**src/hdl/cm3_bus_pkg.sv**
```systemverilog
`default_nettype none

package cm3_bus_pkg;

  // --------------------------------------------------------------------------
  // bus widths and AHB-lite encodings
  // --------------------------------------------------------------------------
  localparam int ADDR_W = 32;                   // haddr width
  localparam int DATA_W = 32;                   // hwdata / hrdata width

  typedef enum logic [1:0] {
    HTRANS_IDLE   = 2'b00,
    HTRANS_BUSY   = 2'b01,
    HTRANS_NONSEQ = 2'b10,                      // first beat
    HTRANS_SEQ    = 2'b11                       // burst continuation
  } htrans_t;

  typedef enum logic [2:0] {
    HSIZE_BYTE = 3'b000,
    HSIZE_HALF = 3'b001,
    HSIZE_WORD = 3'b010
  } hsize_t;

  typedef enum logic {
    HRESP_OKAY  = 1'b0,
    HRESP_ERROR = 1'b1
  } hresp_t;

  // address map, only haddr[31:28] is decoded
  localparam logic [ADDR_W-1:0] RAM_BASE = 32'h2000_0000;
  localparam logic [ADDR_W-1:0] MAC_BASE = 32'h4000_0000;

  typedef struct packed {
    logic dflt;                                 // unmapped space
    logic mac;
    logic ram;
  } slave_sel_t;

  // --------------------------------------------------------------------------
  // mac register map
  // --------------------------------------------------------------------------
  localparam logic [7:0] MAC_A_OFS    = 8'h00;
  localparam logic [7:0] MAC_B_OFS    = 8'h04;
  localparam logic [7:0] MAC_CTRL_OFS = 8'h08;
  localparam logic [7:0] MAC_STAT_OFS = 8'h0C;
  localparam logic [7:0] MAC_ACC_OFS  = 8'h10;

  localparam int CTRL_START_BIT = 0;            // self clearing
  localparam int CTRL_CLEAR_BIT = 1;            // self clearing
  localparam int CTRL_IRQEN_BIT = 2;
  localparam int STAT_BUSY_BIT  = 0;
  localparam int STAT_DONE_BIT  = 1;            // write 1 to clear

  function automatic logic trans_active(htrans_t trans);
    return (trans == HTRANS_NONSEQ) || (trans == HTRANS_SEQ);
  endfunction

endpackage

`default_nettype wire

```
**src/hdl/ahb_slv_if.sv**
```systemverilog
`timescale 1ns/1ps
`default_nettype none

interface ahb_slv_if;
  import cm3_bus_pkg::*;

  // request side, driven by the decoder
  logic              sel;                       // address-phase hsel
  htrans_t           trans;
  hsize_t            size;
  logic              write;
  logic [ADDR_W-1:0] addr;
  logic [DATA_W-1:0] wdata;                     // valid in data phase
  logic              ready;                     // bus-wide hready

  // response side, driven by the slave
  logic              readyout;
  hresp_t            resp;
  logic [DATA_W-1:0] rdata;

  modport master (
    output sel, trans, size, write, addr, wdata, ready,
    input  readyout, resp, rdata
  );

  modport slave (
    input  sel, trans, size, write, addr, wdata, ready,
    output readyout, resp, rdata
  );

endinterface

`default_nettype wire

```
**src/hdl/mac_regs.sv**
```systemverilog
`timescale 1ns/1ps
`default_nettype none

module mac_regs #(
  parameter int MAC_W = 16
) (
  input  logic                              hclk,
  input  logic                              reset_i,
  ahb_slv_if.slave                          bus,
  output logic                              req_o,
  output logic [MAC_W-1:0]                  op_a_o,
  output logic [MAC_W-1:0]                  op_b_o,
  output logic [cm3_bus_pkg::DATA_W-1:0]    acc_o,
  input  logic                              ack_i,
  input  logic [cm3_bus_pkg::DATA_W-1:0]    result_i,
  output logic                              irq_o
);
  import cm3_bus_pkg::*;

  logic              accept;
  logic              wr_q;                      // write data phase pending
  logic [7:0]        ofs_q;                     // register offset
  logic [MAC_W-1:0]  a_q;
  logic [MAC_W-1:0]  b_q;
  logic              irqen_q;
  logic              done_q;                    // sticky
  logic              req_q;
  logic [DATA_W-1:0] acc_q;
  logic              busy;
  logic              wr_en;

  assign accept = bus.sel && bus.ready && trans_active(bus.trans);
  assign busy   = req_q || ack_i;               // req up until ack down
  assign wr_en  = wr_q && bus.ready;

  always_ff @(posedge hclk) begin
    if (reset_i) begin
      wr_q <= 1'b0;
    end else if (bus.ready) begin
      wr_q <= accept && bus.write;
    end
  end

  always_ff @(posedge hclk) begin
    if (accept) begin
      ofs_q <= bus.addr[7:0];
    end
  end

  // --------------------------------------------------------------------------
  // register writes and the req/ack master side
  // --------------------------------------------------------------------------
  always_ff @(posedge hclk) begin
    if (reset_i) begin
      a_q     <= '0;
      b_q     <= '0;
      irqen_q <= 1'b0;
      done_q  <= 1'b0;
      req_q   <= 1'b0;
      acc_q   <= '0;
    end else begin
      if (wr_en && !busy) begin                 // operands frozen while busy
        case (ofs_q)
          MAC_A_OFS: a_q <= bus.wdata[MAC_W-1:0];
          MAC_B_OFS: b_q <= bus.wdata[MAC_W-1:0];
          MAC_CTRL_OFS: begin
            irqen_q <= bus.wdata[CTRL_IRQEN_BIT];
            if (bus.wdata[CTRL_CLEAR_BIT]) acc_q <= '0;
            if (bus.wdata[CTRL_START_BIT]) req_q <= 1'b1;
          end
          default: ;
        endcase
      end
      if (wr_en && ofs_q == MAC_STAT_OFS && bus.wdata[STAT_DONE_BIT]) begin
        done_q <= 1'b0;                         // w1c
      end
      if (req_q && ack_i) begin                 // phase 3, latch and drop req
        acc_q  <= result_i;
        done_q <= 1'b1;
        req_q  <= 1'b0;
      end
    end
  end

  // read mux on the registered offset
  always_comb begin
    bus.rdata = '0;
    case (ofs_q)
      MAC_A_OFS:    bus.rdata = {{(DATA_W-MAC_W){1'b0}}, a_q};
      MAC_B_OFS:    bus.rdata = {{(DATA_W-MAC_W){1'b0}}, b_q};
      MAC_CTRL_OFS: bus.rdata[CTRL_IRQEN_BIT] = irqen_q;  // start/clear read 0
      MAC_STAT_OFS: begin
        bus.rdata[STAT_BUSY_BIT] = busy;
        bus.rdata[STAT_DONE_BIT] = done_q;
      end
      MAC_ACC_OFS:  bus.rdata = acc_q;
      default:      bus.rdata = '0;
    endcase
  end

  assign bus.readyout = 1'b1;                   // zero wait states
  assign bus.resp     = HRESP_OKAY;

  assign req_o  = req_q;
  assign op_a_o = a_q;
  assign op_b_o = b_q;
  assign acc_o  = acc_q;
  assign irq_o  = done_q && irqen_q;

endmodule

`default_nettype wire

```
**src/flat_wrapper.sv**
```systemverilog
// flat-port wrapper written by rule: the top's interface ports become plain ports
module mac_regs_flat import cm3_bus_pkg::*;
#(
  parameter int MAC_W = 16
)
  (hclk, reset_i, req_o, op_a_o, op_b_o, acc_o, ack_i, result_i, irq_o, bus_sel, bus_trans, bus_size, bus_write, bus_addr, bus_wdata, bus_ready, bus_readyout, bus_resp, bus_rdata);
  ahb_slv_if bus_i ();
  input  logic hclk;
  input  logic reset_i;
  output logic req_o;
  output logic [MAC_W-1:0] op_a_o;
  output logic [MAC_W-1:0] op_b_o;
  output logic [cm3_bus_pkg::DATA_W-1:0] acc_o;
  input  logic ack_i;
  input  logic [cm3_bus_pkg::DATA_W-1:0] result_i;
  output logic irq_o;
  input wire logic [$bits(bus_i.sel)-1:0] bus_sel;
  input wire logic [$bits(bus_i.trans)-1:0] bus_trans;
  input wire logic [$bits(bus_i.size)-1:0] bus_size;
  input wire logic [$bits(bus_i.write)-1:0] bus_write;
  input wire logic [$bits(bus_i.addr)-1:0] bus_addr;
  input wire logic [$bits(bus_i.wdata)-1:0] bus_wdata;
  input wire logic [$bits(bus_i.ready)-1:0] bus_ready;
  output wire logic [$bits(bus_i.readyout)-1:0] bus_readyout;
  output wire logic [$bits(bus_i.resp)-1:0] bus_resp;
  output wire logic [$bits(bus_i.rdata)-1:0] bus_rdata;
  assign bus_i.sel = bus_sel;
  assign bus_i.trans = bus_trans;
  assign bus_i.size = bus_size;
  assign bus_i.write = bus_write;
  assign bus_i.addr = bus_addr;
  assign bus_i.wdata = bus_wdata;
  assign bus_i.ready = bus_ready;
  assign bus_readyout = bus_i.readyout;
  assign bus_resp = bus_i.resp;
  assign bus_rdata = bus_i.rdata;
  mac_regs #(.MAC_W(MAC_W)) u_core (.hclk(hclk), .reset_i(reset_i), .bus(bus_i), .req_o(req_o), .op_a_o(op_a_o), .op_b_o(op_b_o), .acc_o(acc_o), .ack_i(ack_i), .result_i(result_i), .irq_o(irq_o));
endmodule
```
**config.mk**
```make
export PLATFORM = sky130hd
export DESIGN_NAME = mac_regs_flat
export DESIGN_NICKNAME = d
export VERILOG_FILES = /design/src/hdl/cm3_bus_pkg.sv /design/src/hdl/ahb_slv_if.sv /design/src/hdl/mac_regs.sv /design/src/flat_wrapper.sv
export SDC_FILE = /design/constraint.sdc
export NUM_CORES = 1
export LEC_CHECK = 0
export ABC_CLOCK_PERIOD_IN_PS = 2700
export BUFFER_PORTS_ARGS = -buffer_cell sky130_fd_sc_hd__buf_2
export CORE_MARGIN = 5
export CORE_UTILIZATION = 35
export DETAILED_ROUTE_END_ITERATION = 10
export GPL_ROUTABILITY_DRIVEN = 0
export PLACE_DENSITY = 0.7
export SETUP_SLACK_MARGIN = 0.15
export SKIP_LAST_GASP = 1
export SYNTH_ARGS = -nofsm -noshare
export SYNTH_HDL_FRONTEND = slang
export SYNTH_SLANG_ARGS = --single-unit
```
**constraint.sdc**
```tcl
create_clock -name hclk -period 2.7 [get_ports hclk]
set_clock_uncertainty 0.1 [all_clocks]
set_input_delay 0.27 -clock hclk [delete_from_list [all_inputs] [get_ports hclk]]
set_output_delay 0.27 -clock hclk [all_outputs]
set_load 0.02 [all_outputs]
```
==> flow_metrics.py, run 1 <==
metrics = {
    "drt": {
        "vias": 3254,
        "viasPerCell": 4.89,
        "wl_per_cell_um": 16.2,
        "wl_mm": 10.8,
        "drc": 0,
        "dr.pass1.iters": 4,
        "drtIter0Drc": 164,
        "ant_nets": 0,
    },
    "final_layout": {
        "multi_input_area_um2": 1800,
        "drive_above_1_share_pct": 39.6,
        "nFillCells": 965,
        "nNetsFinal": 632,
        "num_antenna_cells": 0,
        "area_growth_pct": 36.7,
        "regArea_um2": 1600,
    },
    "floorplan": {
        "core_um2": 10200,
        "placementRows": 37,
        "design.die.area_um2": 12500,
        "dieWidth_um": 112,
        "ios": 207,
        "die_y_um": 112,
        "start_util_pct": 35.5,
    },
    "timing": {
        "tns_ns": 0,
        "worstMarginPinSlew_ns": 0.863,
        "maxSlewHeadroom_pct": 42.4,
        "fin_crit_sh_pct": 91.8,
        "maxSlewViolCount": 0,
        "rsz0062_at_grt": "true",
        "setup_viol": 0,
        "report.final.hold_viol_count": 0,
        "max_freq_mhz": 404,
        "fin_crit_ns": 2.48,
    },
    "yosys": {
        "yosysUniqueCellTypes": 38,
        "synth_flop_cell": "dfxtp_1",
        "syn_inst": 358,
        "yosysWarnings": 0,
        "synth_common_cells": "dfxtp_1, mux2i_1, nand2b_1, nor3_1, and2_1",
        "async_flop_share_pct": 0,
        "post_synth.cell_area_avg_um2": 10.1,
        "synth_area_leaders": "dfxtp_1, mux2i_1, nand2b_1",
        "yosys.area.top_type": "dfxtp_1",
        "synth_top_area_share_pct": 37.6,
        "yosysMostFrequentCell": "dfxtp_1",
        "synth_area_um2": 3620,
        "ys_seq_elements": 76,
        "synth_seq_area_share_pct": 44.3,
        "synth_nets": 465,
        "synth-edff-count": 8,
    },
    "global_route": {
        "grt_max_degree": 63,
        "grt.total_usage_pct": 16.5,
        "grt_pass1_wl_mm": 16.7,
        "overflow": 0,
        "grt_pass1_vias": 3219,
        "antenna_found_initial": 1,
    },
    "critical_path": {
        "crit_chain": "or4_4 > nor4_4 > buf_6 > buf_6 > a221o_1 > buf_2",
        "reg2reg_depth": 5,
        "path_common_cell": "buf_6",
        "crit_end": "bus_rdata[4]",
        "cp_num_buf_inv": 3,
        "rrSetupSlack_ns": 0.47,
        "r2r-start": "u_core.ofs_q[7]",
        "critPathArrivalTime_ns": 2.11,
        "path_class": "register to output port",
        "crit_cells": 6,
        "start_kind": "register",
        "crit_start": "u_core.ofs_q[6]",
        "crit-reg2reg-capture": "u_core.acc_o[7]",
        "cp-end-kind": "output port",
        "crit_required_ns": 2.33,
        "worstPathMaxFanout": 7,
        "cp_slowest_cell": "or4_4",
        "max_stage_delay_ns": 0.56,
        "cp_top_family": "simple AND/OR/NAND/NOR gates",
    },
    "hold_path": {
        "holdPathStages": 2,
        "min_path_type": "input pin to register",
    },
    "clocking": {
        "clk_latency_ns": 0.34,
        "cts_tree": "yes",
        "clock-sinks": 76,
        "htreeDepth": 3,
        "root_buffer": "clkbuf_8",
        "path_clk_slew_ns": 0.08,
        "clockBufferDepth": 2,
        "cts_buffers": 9,
    },
    "run": {
        "maxCapViolations": 0,
    },
    "power_and_ir_drop": {
        "p_total_w": 0.00223,
        "p_leak_nw": 2.52,
        "ir_drop_v": 0.000210,
        "p_per_area_nw_per_um2": 451,
    },
    "placement": {
        "io_buffer_count": 160,
        "place_hpwl_mm": 7.81,
    },
    "outcome": {
        "outcome": "completed",
    },
}
[stage by stage]
step                      util, %  cell area (um2)  hold WS, ns  setup slack (ns)  instances
after floorplan                 -             3620        0.269             0.553        358
after global placement       44.4             4520        0.349             0.316        636
after detailed placement     44.4             4520        0.348             0.301        636
after CTS                    47.8             4870       0.0386             0.160        664
after global routing         48.6             4940       0.0606             0.130        666
final                        48.6             4940       0.0678             0.222        666
[layout by cell type, fill, tap and decap left out, drive strengths merged]
cell type / synthesis / final
and3: 3 / 3
nor4b: 1 / 1
a21oi: 2 / 2
a311oi: 1 / 1
nor4bb: 1 / 1
a211oi: 3 / 3
a221o: 14 / 14
dlygate4sd3: 0 / 8
or2: 1 / 1
or4: 3 / 3
nor4: 5 / 5
nand2: 4 / 4
and2: 18 / 18
nor2b: 1 / 1
mux2: 2 / 2
nand4b: 1 / 1
edfxtp: 8 / 8
clkbuf: 16 / 11
or3b: 2 / 2
nor2: 3 / 3
a221oi: 2 / 2
conb: 2 / 2
inv: 16 / 16
buf: 16 / 180
o21a: 1 / 1
dfxtp: 68 / 68
clkinv: 0 / 3
nand4: 2 / 2
bufinv: 0 / 2
or2b: 1 / 1
mux2i: 65 / 65
nand2b: 50 / 50
o211ai: 1 / 1
nor3: 45 / 45
[power breakdown]
| group | total (W) | leakage (nW) | internal [W] | switching [W] |
|---|---|---|---|---|
| Clock | 0.000946 | 0.113 | 0.000542 | 0.000405 |
| Sequential | 0.00115 | 0.621 | 0.00115 | 0.00000493 |
| Combinational | 0.000134 | 1.79 | 0.0000698 | 0.0000646 |
| Total | 0.00223 | 2.52 | 0.00176 | 0.000474 |
[worst min-delay path by stage]
stage / from / end / slack (ns)
after floorplan: bus_addr[0] / u_core.ofs_q[0] / 0.27
after global placement: bus_addr[0] / u_core.ofs_q[0] / 0.35
after detailed placement: bus_addr[0] / u_core.ofs_q[0] / 0.35
after CTS: bus_wdata[1] / u_core.done_q / 0.04
after global routing: bus_wdata[1] / u_core.done_q / 0.06
final: bus_wdata[1] / u_core.done_q / 0.07
[sequential cells by signal, summed over array words and instances, names as in the netlist]
name	flops
u_core.done_q	1
u_core.req_o	1
u_core.irqen_q	1
u_core.wr_q	1
u_core.acc_o	32
u_core.op_a_o	16
u_core.op_b_o	16
u_core.ofs_q	8
[layer usage]
metal | track usage (%) | up-vias | share of wire [%]
met3 | 4.35 | 26 | 6.7
met1 | 19.3 | 1518 | 42
met4 | 7.87 | 2 | 2.6
met2 | 28.3 | 119 | 49
li1 | - | 1589 | -
met5 | 0 | - | 0.083
[layout make-up]
type,count,share of cell area (%)
multi-input cells,234,36.4
flip-flops and latches,76,32.4
repair buffers,188,22.2
well taps,136,3.44
clock buffers,11,2.86
clock inverters,5,1.52
inverters,16,1.21
[what timing repair did]
item / CTS / global route
gates resized for setup: 6 / 21
hold endpoints to repair: 8 / 0
pin swaps: 2 / 5
buffers inserted: 3 / 2
hold buffers: 8 / 0
gates cloned: 1 / 0
setup endpoints to repair: 30 / 30
[cells by family after synthesis]
group | count (synthesis) | synth area share, %
AOI/OAI and AO/OA | 24 | 5.91
buffers and inverters | 48 | 6.71
and+or+nand+nor | 141 | 24.3
other | 2 | 0.208
DFF | 76 | 44.3
muxes | 67 | 18.6
(Power assumes the default switching activity.)
==> run 2, diff against run 1 <==
--- a/config.mk
+++ b/config.mk
@@ -8,10 +8,10 @@
 export ABC_CLOCK_PERIOD_IN_PS = 2700
 export BUFFER_PORTS_ARGS = -buffer_cell sky130_fd_sc_hd__buf_2
 export CORE_MARGIN = 5
-export CORE_UTILIZATION = 35
+export CORE_UTILIZATION = 25
 export DETAILED_ROUTE_END_ITERATION = 10
 export GPL_ROUTABILITY_DRIVEN = 0
-export PLACE_DENSITY = 0.7
+export PLACE_DENSITY = 0.54
 export SETUP_SLACK_MARGIN = 0.15
 export SKIP_LAST_GASP = 1
 export SYNTH_ARGS = -nofsm -noshare
==> run 2 against run 1 <==
Net effect:
- power grew 20%
- utilization down 13 points
- clock-buffer cell count is 2 lower
- worst setup slack got worse by 0.018 ns
- worst hold slack improved by 0.015 ns
- critical path depth is the same
- largest cell class unchanged
- non-clock buffer count rose by 1
- maximum frequency fell by 0.72%
- routed wire length rose by 6.9%
- sequential power is essentially flat
- cell count is 7.4% higher
==> flow_metrics.py, run 2 (same netlist as run 1, synthesis figures left out) <==
metrics = {
    "outcome": {
        "outcome": "completed",
    },
    "critical_path": {
        "path_class": "register to output port",
        "crit_required_ns": 2.33,
        "start_kind": "register",
        "worstPathMaxFanout": 15,
        "cp-end-kind": "output port",
        "critPathArrivalTime_ns": 2.13,
    },
    "final_layout": {
        "layout.cells.most_common_list": "buf_2, dfxtp_1, mux2i_1, nand2b_1, nor3_1",
        "regArea_um2": 1600,
        "multi_input_area_um2": 1810,
        "layout.cells.most_common": "buf_2",
        "drive_above_1_share_pct": 40.3,
        "num_antenna_cells": 0,
        "nNetsFinal": 633,
        "nFillCells": 1487,
        "largest_register_ffs": 32,
        "area_growth_pct": 42.8,
    },
    "hold_path": {
        "min_path_type": "input pin to register",
    },
    "drt": {
        "viasPerCell": 4.57,
        "vias": 3271,
        "wl_per_cell_um": 16.1,
        "drc": 0,
        "ant_nets": 0,
        "drtIter0Drc": 116,
        "wl_mm": 11.5,
        "dr.pass1.iters": 4,
    },
    "timing": {
        "fin_crit_sh_pct": 92.4,
        "setup_viol": 0,
        "report.final.hold_viol_count": 0,
        "fin_crit_ns": 2.50,
        "worstMarginPinSlew_ns": 0.600,
        "fin_ws_ns": 0.204,
        "maxSlewHeadroom_pct": 60.0,
        "tns_ns": 0,
        "max_freq_mhz": 401,
        "maxSlewViolCount": 0,
        "rsz0062_at_grt": "true",
    },
    "clocking": {
        "clockBufferDepth": 2,
        "path_clk_slew_ns": 0.06,
        "cts_tree": "yes",
        "cts_buffers": 9,
        "clk_latency_ns": 0.34,
        "root_buffer": "clkbuf_16",
        "clock-sinks": 76,
        "htreeDepth": 3,
    },
    "placement": {
        "place_ws_ns": 0.371,
        "io_buffer_count": 160,
        "place_hpwl_mm": 8.18,
    },
    "floorplan": {
        "placementRows": 44,
        "design.die.area_um2": 17000,
        "die_y_um": 130,
        "dieWidth_um": 130,
        "ios": 207,
        "start_util_pct": 25.2,
        "core_um2": 14400,
    },
    "global_route": {
        "grt_pass1_vias": 3262,
        "grt.total_usage_pct": 13.5,
        "grt_pass1_wl_mm": 17.6,
        "grt_max_degree": 41,
        "antenna_found_initial": 0,
        "overflow": 0,
    },
    "power_and_ir_drop": {
        "p_per_area_nw_per_um2": 517,
        "p_leak_nw": 2.59,
        "ir_drop_v": 0.000281,
    },
    "run": {
        "maxCapViolations": 0,
    },
}
[run 2: changes by cell type in the layout (fill, tap and decap cells not counted), sizes merged]
cell      delta
buf          +1
bufinv       +1
clkbuf       -2
clkinvlp     +1
[run 2: area by class of cell]
class / instances / area share [%]
clock buffer: 9 / 4.36
clock inverter: 7 / 2.23
inverter: 16 / 1.16
multi-input combinational: 234 / 34.9
sequential: 76 / 31.0
tap: 184 / 4.46
timing repair buffer: 189 / 21.9
[run 2: worst paths after layout]
path	from	to	slack (ns)	depth (start not counted)
min reg2reg	u_core.irqen_q	u_core.irqen_q	0.40	2
max	u_core.ofs_q[2]	bus_rdata[3]	0.20	6
min	bus_write	u_core.wr_q	0.08	3
max reg2reg	u_core.ofs_q[7]	u_core.acc_o[8]	0.77	4
[run 2: through the flow]
step | instances | util (%) | hold slack (ns) | instance area [um2] | total power (W)
2_1_floorplan | 358 | - | 0.269 | 3620 | 0.00124
3_3_place_gp | 685 | 32.2 | 0.347 | 4630 | 0.00130
3_5_place_dp | 685 | 32.2 | 0.349 | 4630 | 0.00130
4_1_cts | 713 | 35.6 | 0.0566 | 5120 | 0.00271
5_1_grt | 715 | 36.0 | 0.0851 | 5170 | 0.00277
6_report | 715 | 36.0 | 0.0825 | 5170 | 0.00267
[run 2: worst max-delay path: stages (launching register included)]
cell and delay [ns]:
edfxtp_1 0.39, or4_4 0.57, nor4_4 0.15, buf_6 0.16
buf_12 0.16, a221o_1 0.17, buf_2 0.17
[run 2: per-layer routing]
layer	routed length [um]	share of wire (%)	GRT usage, %	vias to the layer above
met1	5000	43	16.4	1567
met4	172	1.5	5.50	0
li1	-	-	-	1597
met3	715	6.2	3.32	16
met2	5640	49	22.9	91
met5	0	0	0	-
[run 2: repair_timing]
item | CTS | global route
setup endpoints to repair | 30 | 32
buffers inserted | 3 | 2
pin swaps | 1 | 1
hold buffers | 8 | 0
gates cloned | 1 | 0
resized for setup | 6 | 12
endpoints found under the hold margin | 8 | 0
[run 2: power by group]
part           internal [W]  total [W]  switching [W]
Combinational     0.0000717   0.000138      0.0000659
Sequential          0.00115    0.00115     0.00000533
Clock              0.000899    0.00138       0.000481
Total               0.00212    0.00267       0.000552
==> run 3, diff against run 2 <==
--- a/config.mk
+++ b/config.mk
@@ -9,6 +9,7 @@
 export BUFFER_PORTS_ARGS = -buffer_cell sky130_fd_sc_hd__buf_2
 export CORE_MARGIN = 5
 export CORE_UTILIZATION = 25
+export CTS_BUF_LIST = sky130_fd_sc_hd__clkbuf_2 sky130_fd_sc_hd__clkbuf_4 sky130_fd_sc_hd__clkbuf_8
 export DETAILED_ROUTE_END_ITERATION = 10
 export GPL_ROUTABILITY_DRIVEN = 0
 export PLACE_DENSITY = 0.54
==> run 3 against run 2 <==
Net effect:
- worst hold slack worse by 0.035 ns
- first-iteration DRC count rose by 8.6%
- highest routed layer unchanged
- cell count unchanged
- critical path depth stayed put
- power down 12%
- utilization fell by 0.38 points
==> flow_metrics.py, run 3 (same netlist as run 1, synthesis figures left out) <==
metrics = {
    "timing": {
        "worstMarginPinSlew_ns": 0.589,
        "report.final.hold_viol_count": 0,
        "max_freq_mhz": 392,
        "setup_viol": 0,
        "fin_crit_ns": 2.55,
        "maxSlewViolCount": 0,
        "timing.hold.ws_ns": 0.0477,
        "fin_crit_sh_pct": 94.5,
        "tns_ns": 0,
        "rsz0062_at_grt": "true",
        "maxSlewHeadroom_pct": 60.7,
    },
    "clocking": {
        "cts_tree": "yes",
        "clk_latency_ns": 0.37,
        "root_buffer": "clkbuf_8",
        "cts_buffers": 9,
        "clockBufferDepth": 2,
        "path_clk_slew_ns": 0.08,
        "clock-sinks": 76,
        "htreeDepth": 3,
    },
    "power_and_ir_drop": {
        "p_per_area_nw_per_um2": 459,
        "p_leak_nw": 2.55,
        "ir_drop_v": 0.000253,
    },
    "final_layout": {
        "num_antenna_cells": 0,
        "largest_register_ffs": 32,
        "final_cell_area_um2": 5110,
        "layout.cells.most_common": "buf_2",
        "layout.cells.most_common_list": "buf_2, dfxtp_1, mux2i_1, nand2b_1, nor3_1",
        "area_growth_pct": 41.3,
        "nNetsFinal": 633,
        "nFillCells": 1492,
        "drive_above_1_share_pct": 40.9,
    },
    "placement": {
        "place_hpwl_mm": 8.18,
        "io_buffer_count": 160,
        "placed_cell_area_um2": 4630,
    },
    "hold_path": {
        "min_path_type": "input pin to register",
        "holdPathStages": 3,
    },
    "outcome": {
        "outcome": "completed",
    },
    "drt": {
        "drc": 0,
        "ant_nets": 0,
        "viasPerCell": 4.57,
        "vias": 3267,
        "drtIter0Drc": 126,
        "wl_per_cell_um": 16.2,
        "wl_mm": 11.6,
        "dr.pass1.iters": 4,
    },
    "critical_path": {
        "critPathArrivalTime_ns": 2.18,
        "crit_required_ns": 2.33,
        "reg2reg_depth": 4,
        "worstPathMaxFanout": 15,
        "path_class": "register to output port",
        "start_kind": "register",
        "cp-end-kind": "output port",
    },
    "global_route": {
        "grt_pass1_wl_mm": 17.5,
        "grt_max_degree": 41,
        "grt_pass1_vias": 3285,
        "overflow": 0,
        "antenna_found_initial": 0,
        "grt.total_usage_pct": 13.5,
    },
    "floorplan": {
        "design.die.area_um2": 17000,
        "dieWidth_um": 130,
        "ios": 207,
        "placementRows": 44,
        "core_um2": 14400,
        "die_y_um": 130,
        "start_util_pct": 25.2,
    },
    "run": {
        "maxCapViolations": 0,
    },
}
-- run 3: report_power, final --
part	switching, W	internal [W]
registers	0.00000515	0.00115
clock network	0.000447	0.000610
logic	0.0000670	0.0000718
-- run 3: per-layer routing --
layer  up-vias  track usage (%)  share of wire, %
li1       1590                -                 -
met1      1576             16.3                43
met2        86             23.0                49
met3        15             3.32               5.9
met4         0             5.13               1.4
met5         -                0                 0
-- run 3: final cells by class --
| class | instances | area, um2 | area share (%) |
|---|---|---|---|
| clock buffer | 9 | 124 | 2.42 |
| sequential | 76 | 1600 | 31.3 |
| tap | 184 | 230 | 4.50 |
| clock inverter | 7 | 115 | 2.25 |
| timing repair buffer | 189 | 1160 | 22.7 |
| inverter | 16 | 60.1 | 1.17 |
| multi-input combinational | 234 | 1820 | 35.6 |
-- run 3: worst max-delay path, cell delays in order, from the launching register on --
cell	delay [ns]
edfxtp_1	0.40
or4_4	0.57
nor4_4	0.15
buf_6	0.17
buf_12	0.16
a221o_1	0.17
buf_2	0.17
-- run 3: path summary, 6_finish.rpt --
path                          from  slack (ns)               end
setup / recovery   u_core.ofs_q[1]        0.15      bus_rdata[3]
hold / removal           bus_write        0.05       u_core.wr_q
setup reg to reg   u_core.ofs_q[5]        0.76   u_core.acc_o[8]
hold reg to reg   u_core.op_b_o[9]        0.40  u_core.op_b_o[9]
-- run 3: what timing repair did --
item | CTS | global route
hold buffers | 8 | 0
setup endpoints to repair | 30 | 32
cloned | 1 | 0
pin swaps | 2 | 1
hold endpoints to repair | 8 | 0
setup buffers | 5 | 0
gates resized for setup | 22 | 11
-- run 3: through the flow --
stage	cells	util [%]	setup slack (ns)	power [W]
global route	715	35.6	0.0506	0.00244
CTS	715	35.3	0.125	0.00239
floorplan	358	-	0.553	0.00124
global placement	685	32.2	0.386	0.00130
detailed placement	685	32.2	0.371	0.00130
finish	715	35.6	0.148	0.00235
